**src/lockin_pkg.sv**
```systemverilog
package lockin_pkg;

    ////////////////////////////////////////////////////////////////////////////
    // Signal and reference word widths
    ////////////////////////////////////////////////////////////////////////////

    localparam int SIG_WIDTH    = 24;   // Signal word, Q23
    localparam int SC_WIDTH     = 25;   // Sine / cosine word, 25Q24
    localparam int SC_BUS_WIDTH = 64;   // Packed DDS word, cos low, sin at bit 32

    // Final precision of each correlation product
    localparam int CORR_WIDTH   = 32;

    ////////////////////////////////////////////////////////////////////////////
    // Window memory and accumulators
    ////////////////////////////////////////////////////////////////////////////

    localparam int BUF_LEN2 = 4;                   // log2 of window depth
    localparam int BUF_LEN  = 16;                  // Entries per window memory
    localparam int SUM_WIDTH = CORR_WIDTH + BUF_LEN2;  // Growth for BUF_LEN adds

    // Decimation limits
    localparam int DEC_SHIFT_MAX = 6;              // Up to 64 samples per group
    localparam int DEC_ACC_WIDTH = SIG_WIDTH + DEC_SHIFT_MAX;

    // Config exponent, period = 2^n2 decimated points times group length
    localparam int N2_WIDTH = 5;

    // Full product width and the shift back down to CORR_WIDTH
    localparam int PROD_WIDTH = SIG_WIDTH + SC_WIDTH;
    localparam int NORM_SHIFT = PROD_WIDTH - CORR_WIDTH;

    ////////////////////////////////////////////////////////////////////////////
    // Vector types
    ////////////////////////////////////////////////////////////////////////////

    typedef logic signed [SIG_WIDTH-1:0]     sig_t;      // Input / decimated signal
    typedef logic signed [SC_WIDTH-1:0]      sc_t;       // One reference component
    typedef logic        [SC_BUS_WIDTH-1:0]  sc_bus_t;   // Raw DDS bus

    typedef logic signed [CORR_WIDTH-1:0]    corr_t;     // Normalized product
    typedef logic signed [SUM_WIDTH-1:0]     lck_sum_t;  // Window integral
    typedef logic signed [DEC_ACC_WIDTH-1:0] dec_acc_t;  // Boxcar sum

    typedef logic        [N2_WIDTH-1:0]      n2_t;       // Period exponent
    typedef logic        [BUF_LEN2-1:0]      buf_idx_t;  // Window memory index
    typedef logic        [2:0]               shift_t;    // Decimation shift 0..6

endpackage

```
**src/lockin_config.sv**
```systemverilog
`timescale 1ns/1ps

module lockin_config
(
    input  logic                 a_clk,
    input  logic                 rst,
    input  logic                 n2_valid,
    input  lockin_pkg::n2_t      n2_in,
    output lockin_pkg::shift_t   dec_shift,
    output logic [5:0]           group_max,
    output lockin_pkg::buf_idx_t win_mask,
    output logic                 cfg_load
);

    import lockin_pkg::*;

    n2_t               n2_reg;      // Current period exponent
    n2_t               n2_excess;   // Part of n2 beyond the window memory
    logic [6:0]        group_len;   // Samples per decimated point, up to 64
    logic [BUF_LEN2:0] win_len;     // Points per window when n2 <= BUF_LEN2

    ////////////////////////////////////////////////////////////////////////////
    // Exponent register and load strobe
    ////////////////////////////////////////////////////////////////////////////

    always_ff @(posedge a_clk)
    begin
        if (rst)
        begin
            n2_reg   <= n2_t'(BUF_LEN2);    // One full window, no decimation
            cfg_load <= 1'b0;
        end
        else
        begin
            cfg_load <= n2_valid;           // Pulses with the new decode
            if (n2_valid)
                n2_reg <= n2_in;
        end
    end

    ////////////////////////////////////////////////////////////////////////////
    // Decode
    ////////////////////////////////////////////////////////////////////////////

    assign n2_excess = n2_reg - n2_t'(BUF_LEN2);

    always_comb
    begin
        if (n2_reg > n2_t'(BUF_LEN2))
        begin
            // Long period, decimate to fit BUF_LEN points
            if (n2_excess > n2_t'(DEC_SHIFT_MAX))
                dec_shift = shift_t'(DEC_SHIFT_MAX);    // Clamp
            else
                dec_shift = n2_excess[2:0];
            win_mask = buf_idx_t'(BUF_LEN - 1);
        end
        else
        begin
            // Short period, every sample is a point
            dec_shift = '0;
            win_mask  = buf_idx_t'(win_len - 1'b1);
        end
    end

    assign win_len   = {{BUF_LEN2{1'b0}}, 1'b1} << n2_reg;
    assign group_len = 7'd1 << dec_shift;
    assign group_max = 6'(group_len - 7'd1);    // 64 samples -> 63

endmodule

```
**src/signal_decimator.sv**
```systemverilog
`timescale 1ns/1ps

module signal_decimator
(
    input  logic                a_clk,
    input  logic                rst,
    input  logic                sample_valid,
    input  lockin_pkg::sig_t    signal_in,
    input  lockin_pkg::sc_bus_t sc_in,
    input  lockin_pkg::shift_t  dec_shift,
    input  logic [5:0]          group_max,
    input  logic                cfg_load,
    output logic                dec_valid,
    output lockin_pkg::sig_t    dec_signal,
    output lockin_pkg::sc_t     dec_sin,
    output lockin_pkg::sc_t     dec_cos
);

    import lockin_pkg::*;

    logic [5:0] group_cnt;      // Samples seen in current group
    dec_acc_t   acc;            // Boxcar sum so far
    dec_acc_t   acc_next;       // Sum including this sample
    dec_acc_t   acc_shifted;    // Group average
    logic       group_done;     // Completing sample of a group

    assign acc_next    = acc + dec_acc_t'(signal_in);   // Sign-extended add
    assign acc_shifted = acc_next >>> dec_shift;
    assign group_done  = sample_valid && (group_cnt == group_max);

    ////////////////////////////////////////////////////////////////////////////
    // Group counter and accumulator
    ////////////////////////////////////////////////////////////////////////////

    always_ff @(posedge a_clk)
    begin
        if (rst || cfg_load)
        begin
            group_cnt <= '0;
            acc       <= '0;
            dec_valid <= 1'b0;
        end
        else
        begin
            dec_valid <= group_done;
            if (group_done)
            begin
                group_cnt <= '0;            // Restart the sum
                acc       <= '0;
            end
            else if (sample_valid)
            begin
                group_cnt <= group_cnt + 6'd1;
                acc       <= acc_next;
            end
        end
    end

    ////////////////////////////////////////////////////////////////////////////
    // Decimated point with its reference
    ////////////////////////////////////////////////////////////////////////////

    always_ff @(posedge a_clk)
    begin
        if (group_done)
        begin
            dec_signal <= sig_t'(acc_shifted);  // Fits after the shift
            // Reference taken with the completing sample
            dec_cos <= sc_t'(sc_in[SC_WIDTH-1:0]);
            dec_sin <= sc_t'(sc_in[SC_BUS_WIDTH/2 +: SC_WIDTH]);
        end
    end

endmodule

```
**src/quad_correlator.sv**
```systemverilog
`timescale 1ns/1ps

module quad_correlator
(
    input  logic              a_clk,
    input  logic              rst,
    input  logic              dec_valid,
    input  lockin_pkg::sig_t  dec_signal,
    input  lockin_pkg::sc_t   dec_sin,
    input  lockin_pkg::sc_t   dec_cos,
    output logic              prod_valid,
    output lockin_pkg::corr_t prod_x,
    output lockin_pkg::corr_t prod_y
);

    import lockin_pkg::*;

    logic                         stg1_valid;   // Products held in stage 1
    logic signed [PROD_WIDTH-1:0] prod_x_w;     // sin * signal, full width
    logic signed [PROD_WIDTH-1:0] prod_y_w;     // cos * signal, full width

    ////////////////////////////////////////////////////////////////////////////
    // Valid pipe, two items may be in flight
    ////////////////////////////////////////////////////////////////////////////

    always_ff @(posedge a_clk)
    begin
        if (rst)
        begin
            stg1_valid <= 1'b0;
            prod_valid <= 1'b0;
        end
        else
        begin
            stg1_valid <= dec_valid;
            prod_valid <= stg1_valid;
        end
    end

    // Stage 1, quadrature products
    always_ff @(posedge a_clk)
    begin
        if (dec_valid)
        begin
            prod_x_w <= dec_sin * dec_signal;   // 25Q24 x Q23
            prod_y_w <= dec_cos * dec_signal;
        end
    end

    ////////////////////////////////////////////////////////////////////////////
    // Stage 2, normalize to CORR_WIDTH
    ////////////////////////////////////////////////////////////////////////////

    always_ff @(posedge a_clk)
    begin
        if (stg1_valid)
        begin
            prod_x <= corr_t'(prod_x_w >>> NORM_SHIFT);   // Keep top bits
            prod_y <= corr_t'(prod_y_w >>> NORM_SHIFT);
        end
    end

endmodule

```
**src/window_integrator.sv**
```systemverilog
`timescale 1ns/1ps

module window_integrator
(
    input  logic                 a_clk,
    input  logic                 rst,
    input  logic                 prod_valid,
    input  lockin_pkg::corr_t    prod_x,
    input  lockin_pkg::corr_t    prod_y,
    input  lockin_pkg::buf_idx_t win_mask,
    input  logic                 cfg_load,
    output logic                 x_valid,
    output lockin_pkg::lck_sum_t x_sum,
    output lockin_pkg::lck_sum_t y_sum
);

    import lockin_pkg::*;

    // Stored products, one period deep
    corr_t mem_x [BUF_LEN];
    corr_t mem_y [BUF_LEN];

    buf_idx_t          wr_idx;      // Next slot, also the oldest point
    logic [BUF_LEN2:0] fill;        // Points in window, saturates
    logic [BUF_LEN2:0] win_len;     // Window length, 1..BUF_LEN
    logic              win_full;
    corr_t             drop_x;      // Point leaving the window
    corr_t             drop_y;

    assign win_len  = {1'b0, win_mask} + 1'b1;
    assign win_full = (fill == win_len);

    // Slot about to be overwritten holds the point from one window ago
    assign drop_x = win_full ? mem_x[wr_idx] : '0;
    assign drop_y = win_full ? mem_y[wr_idx] : '0;

    ////////////////////////////////////////////////////////////////////////////
    // Moving sums, index and fill count
    ////////////////////////////////////////////////////////////////////////////

    always_ff @(posedge a_clk)
    begin
        if (rst || cfg_load)
        begin
            x_sum   <= '0;
            y_sum   <= '0;
            wr_idx  <= '0;
            fill    <= '0;
            x_valid <= 1'b0;
        end
        else
        begin
            x_valid <= prod_valid;
            if (prod_valid)
            begin
                // Add newest, drop oldest once full
                x_sum  <= x_sum + lck_sum_t'(prod_x) - lck_sum_t'(drop_x);
                y_sum  <= y_sum + lck_sum_t'(prod_y) - lck_sum_t'(drop_y);
                wr_idx <= (wr_idx + 1'b1) & win_mask;   // Wrap at window length
                if (!win_full)
                    fill <= fill + 1'b1;
            end
        end
    end

    ////////////////////////////////////////////////////////////////////////////
    // Window memories
    ////////////////////////////////////////////////////////////////////////////

    always_ff @(posedge a_clk)
    begin
        if (prod_valid)
        begin
            mem_x[wr_idx] <= prod_x;    // Read above sees the old entry
            mem_y[wr_idx] <= prod_y;
        end
    end

endmodule

```
**src/lockin_top.sv**
```systemverilog
`timescale 1ns/1ps

module lockin_top
(
    input  logic                 a_clk,
    input  logic                 rst,
    input  logic                 sample_valid,
    input  lockin_pkg::sig_t     signal_in,
    input  lockin_pkg::sc_bus_t  sc_in,
    input  logic                 n2_valid,
    input  lockin_pkg::n2_t      n2_in,
    output logic                 x_valid,
    output lockin_pkg::lck_sum_t x_sum,
    output lockin_pkg::lck_sum_t y_sum,
    output logic [31:0]          sref_out
);

    import lockin_pkg::*;

    // Config levels and restart strobe
    shift_t     dec_shift;
    logic [5:0] group_max;
    buf_idx_t   win_mask;
    logic       cfg_load;

    // Decimator to correlator
    logic       dec_valid;
    sig_t       dec_signal;
    sc_t        dec_sin;
    sc_t        dec_cos;

    // Correlator to integrator
    logic       prod_valid;
    corr_t      prod_x;
    corr_t      prod_y;

    ////////////////////////////////////////////////////////////////////////////
    // Decode
    ////////////////////////////////////////////////////////////////////////////

    lockin_config lockin_config_inst
    (
        .a_clk     (a_clk),
        .rst       (rst),
        .n2_valid  (n2_valid),
        .n2_in     (n2_in),
        .dec_shift (dec_shift),
        .group_max (group_max),
        .win_mask  (win_mask),
        .cfg_load  (cfg_load)
    );

    ////////////////////////////////////////////////////////////////////////////
    // Execute, 1 + 2 cycles
    ////////////////////////////////////////////////////////////////////////////

    signal_decimator signal_decimator_inst
    (
        .a_clk        (a_clk),
        .rst          (rst),
        .sample_valid (sample_valid),
        .signal_in    (signal_in),
        .sc_in        (sc_in),
        .dec_shift    (dec_shift),
        .group_max    (group_max),
        .cfg_load     (cfg_load),
        .dec_valid    (dec_valid),
        .dec_signal   (dec_signal),
        .dec_sin      (dec_sin),
        .dec_cos      (dec_cos)
    );

    quad_correlator quad_correlator_inst
    (
        .a_clk      (a_clk),
        .rst        (rst),
        .dec_valid  (dec_valid),
        .dec_signal (dec_signal),
        .dec_sin    (dec_sin),
        .dec_cos    (dec_cos),
        .prod_valid (prod_valid),
        .prod_x     (prod_x),
        .prod_y     (prod_y)
    );

    // Result, one more cycle
    window_integrator window_integrator_inst
    (
        .a_clk      (a_clk),
        .rst        (rst),
        .prod_valid (prod_valid),
        .prod_x     (prod_x),
        .prod_y     (prod_y),
        .win_mask   (win_mask),
        .cfg_load   (cfg_load),
        .x_valid    (x_valid),
        .x_sum      (x_sum),
        .y_sum      (y_sum)
    );

    // Sine reference of latest point, sign-extended
    assign sref_out = {{(32-SC_WIDTH){dec_sin[SC_WIDTH-1]}}, dec_sin};

endmodule

```
**config.mk**
```make
export PLATFORM = sky130hd
export DESIGN_NAME = lockin_top
export DESIGN_NICKNAME = d
export VERILOG_FILES = /design/src/lockin_pkg.sv /design/src/lockin_config.sv /design/src/signal_decimator.sv /design/src/quad_correlator.sv /design/src/window_integrator.sv /design/src/lockin_top.sv
export SDC_FILE = /design/constraint.sdc
export NUM_CORES = 2
export LEC_CHECK = 0
export BUFFER_PORTS_ARGS = -buffer_cell sky130_fd_sc_hd__buf_2
export CORE_MARGIN = 3
export CORE_UTILIZATION = 30
export CTS_CLUSTER_DIAMETER = 30
export CTS_CLUSTER_SIZE = 14
export DETAILED_ROUTE_END_ITERATION = 8
export GPL_TIMING_DRIVEN = 0
export SYNTH_ARGS = -nofsm -noshare
export SYNTH_HDL_FRONTEND = slang
export SYNTH_SLANG_ARGS = --single-unit
```
**constraint.sdc**
```tcl
create_clock -name a_clk -period 15.4 [get_ports a_clk]
set_input_delay 1.54 -clock a_clk [delete_from_list [all_inputs] [get_ports a_clk]]
set_output_delay 1.54 -clock a_clk [all_outputs]
set_load 0.03 [all_outputs]
```
==> impl_results.md <==
- Status: finished, violations left
- Failing checks: capacitance limit, slew limit
- CP startpoint kind: flop
- First drt pass iteration count: 8
- FMAX: 98.2 MHz
- PortBufs: 184
- Detailed-route DRC error count: 0
- Required @ worst endpoint: 15.97 ns
- Chip width: 584 um
- TNS Setup: 0 ns
- Root buf cell: clkbuf_16
- EDFF count, synth: 1226
- CTS tree: built
- Global-route wire length before repair: 469000 um
- Post-route ant nets: 0
- Max-slew headroom: -4.26%
- Cts hold-fix bufs: 0
- Die area: 341000 um2
- Syn_nets: 9716
- Worst path arrival time: 10.75 ns
- Num ports: 202
- Routability cong.: 0.954
- TritonCTS Sinks: 1357
- Measured slew at the worst slew-check pin: 1.56 ns
- Yosys warnings: 0
- Max Fanout on Critical Path: 10
- Post-Route WL: 321000 um
- Post-CTS setup buffer count: 0
- Max-slew violation count: 24
- Largest net degree at the start of global routing: 57
- Final period util: 66.1%
- Crit path capture type: flop
- Setup violations, final: 0
- Vias: 63700
- Fillers: 32100
- Hold Slack: 0.298 ns
- Final min period: 10.18 ns
- Initial antenna violation count: 38
- GR Overflow Total: 0
- CTS Buf Count: 237
- Layout area overhead: 15.5%
- Starting density of the core: 30.2%
- Max cap viols: 3
- Die H: 584 um
- Netlist cell types: 90
- Post-DP HPWL: 244000 um
- Most common cell after layout, fill and taps aside: inv_1
- Sequential cell area fraction in the yosys report: 39.4%
- Crit Path Class: reg -> reg
- First DRT Iteration DRCs: 6007
- Layout cells sized above 1: 11.7%
- Final hold viol count: 0
- RSZ-0062 raised after global routing: false
- Global Route Usage Sum: 18.9%
- Yosys reg bits: 1357
- Row cnt: 211
- H-tree depth: 4
- Worst Hold Class: reg -> reg
- Top_reg_cell synth: edfxtp_1
- Post_cts resized: 0
- Clock latency on the worst-skew pair: 0.95 ns
- Syn Inst Count: 7914
- Clock Path Buffers: 4
- Syn Area/Cell: 12.7 um2
- Via density: 4.92
- Clock skew: 0.197 ns
- Async set or reset register ratio after synthesis: 0%
- Reg clk slew, reported paths: 0.06 ns
- Post-Syn Area: 100000 um2
- Post-layout nets: 10200
- Commonest non-fill, non-tap cells in the layout: inv_1, fa_1, edfxtp_1, nand2_1, and2_1
- Largest regs: window_integrator_inst.mem_x (512), window_integrator_inst.mem_y (512)
- Core Region: 331000 um2
- Routed len/inst: 24.8 um
- Vias in the first global route: 68200
-- cell usage after synthesis, drive strengths merged (18+ instances only) --
master,count,area (um2)
dfxtp,131,2620
a21o,72,541
a211oi,38,313
fa,1327,26600
nand2b,31,194
edfxtp,1226,36800
clkbuf,328,1230
and2,571,3570
nor2b,91,577
and3,23,144
o21bai,19,143
o31ai,23,191
buf,42,196
nand3,31,155
nor2,262,983
a21oi,152,772
nand2,713,2680
mux2i,87,871
o211ai,18,140
inv,1533,5750
o21ai,102,510
xnor2,125,1090
mux4,319,7180
nor3,37,201
xor2,62,543
ha,378,4730
nand4,23,144
o21a,29,218
a31oi,18,119
-- through the flow --
step / util, % / instance area (um2) / std cells / setup slack, ns
floorplan: - / 100000 / 7914 / 7.92
finish: 34.9 / 116000 / 12900 / 5.22
global placement: 32.2 / 107000 / 12500 / 5.20
global route: 34.9 / 116000 / 12900 / 4.84
CTS: 34.9 / 116000 / 12900 / 5.26
detailed placement: 32.4 / 107000 / 12500 / 5.17
-- worst paths after layout --
kind,start,to,slack (ns),depth (start not counted)
setup / recovery,signal_decimator_inst.dec_signal[23],quad_correlator_inst.prod_x_w[48],5.22,23
hold / removal,quad_correlator_inst.prod_x_w[24],quad_correlator_inst.prod_x[7],0.30,0
setup reg to reg,signal_decimator_inst.dec_signal[23],quad_correlator_inst.prod_x_w[48],5.22,23
hold reg to reg,quad_correlator_inst.prod_x_w[24],quad_correlator_inst.prod_x[7],0.30,0
-- critical path, stage by stage (launching register included) --
cell and delay, ns:
edfxtp_1 0.75, inv_1 0.23, clkbuf_1 0.92, buf_1 0.74, nor2_1 0.12, fa_1 0.55, fa_1 0.44, fa_1 0.42
fa_1 0.45, fa_1 0.53, fa_1 0.55, inv_1 0.07, fa_1 0.48, inv_1 0.04, ha_1 0.34, a2111oi_0 0.68
o31ai_1 0.27, o21ba_2 0.30, a41o_1 0.36, a221oi_4 0.37, o211ai_1 0.26, a21oi_2 0.24, o21bai_1 0.12, xnor2_1 0.72
-- cell families after synthesis --
kind of cell	synth area share, %
AO/OA/AOI/OAI	3.70
XOR/XNOR	1.63
adder cells (fa/ha/maj)	31.2
buffers and inverters	7.17
flip-flops	39.4
multiplexers	8.10
AND/OR/NAND/NOR	8.82
-- final cells by class --
cell class                      count  area [um2]  area share [%]
Clock buffer                      261        6160            5.32
Buffer                            370        1430            1.24
Sequential cell                  1357       39400            34.1
Antenna cell                       24        60.1          0.0519
Clock inverter                    172        2290            1.98
Tap cell                         4366        5460            4.72
Multi-Input combinational cell   4653       53700            46.4
Inverter                         1534        5760            4.98
Timing Repair Buffer              206        1460            1.26
-- metal layers --
metal | track usage [%] | vias to the layer above | part of all wire [%]
met4 | 6.52 | 6 | 3.9
met1 | 25.3 | 33400 | 41
li1 | - | 26700 | -
met5 | 0 | - | 0.014
met3 | 4.01 | 575 | 8.8
met2 | 30.3 | 3009 | 46
Power is left out: the tool's default activity adds up to more than one toggle a clock period on the data nets, which glitch-free logic cannot reach.
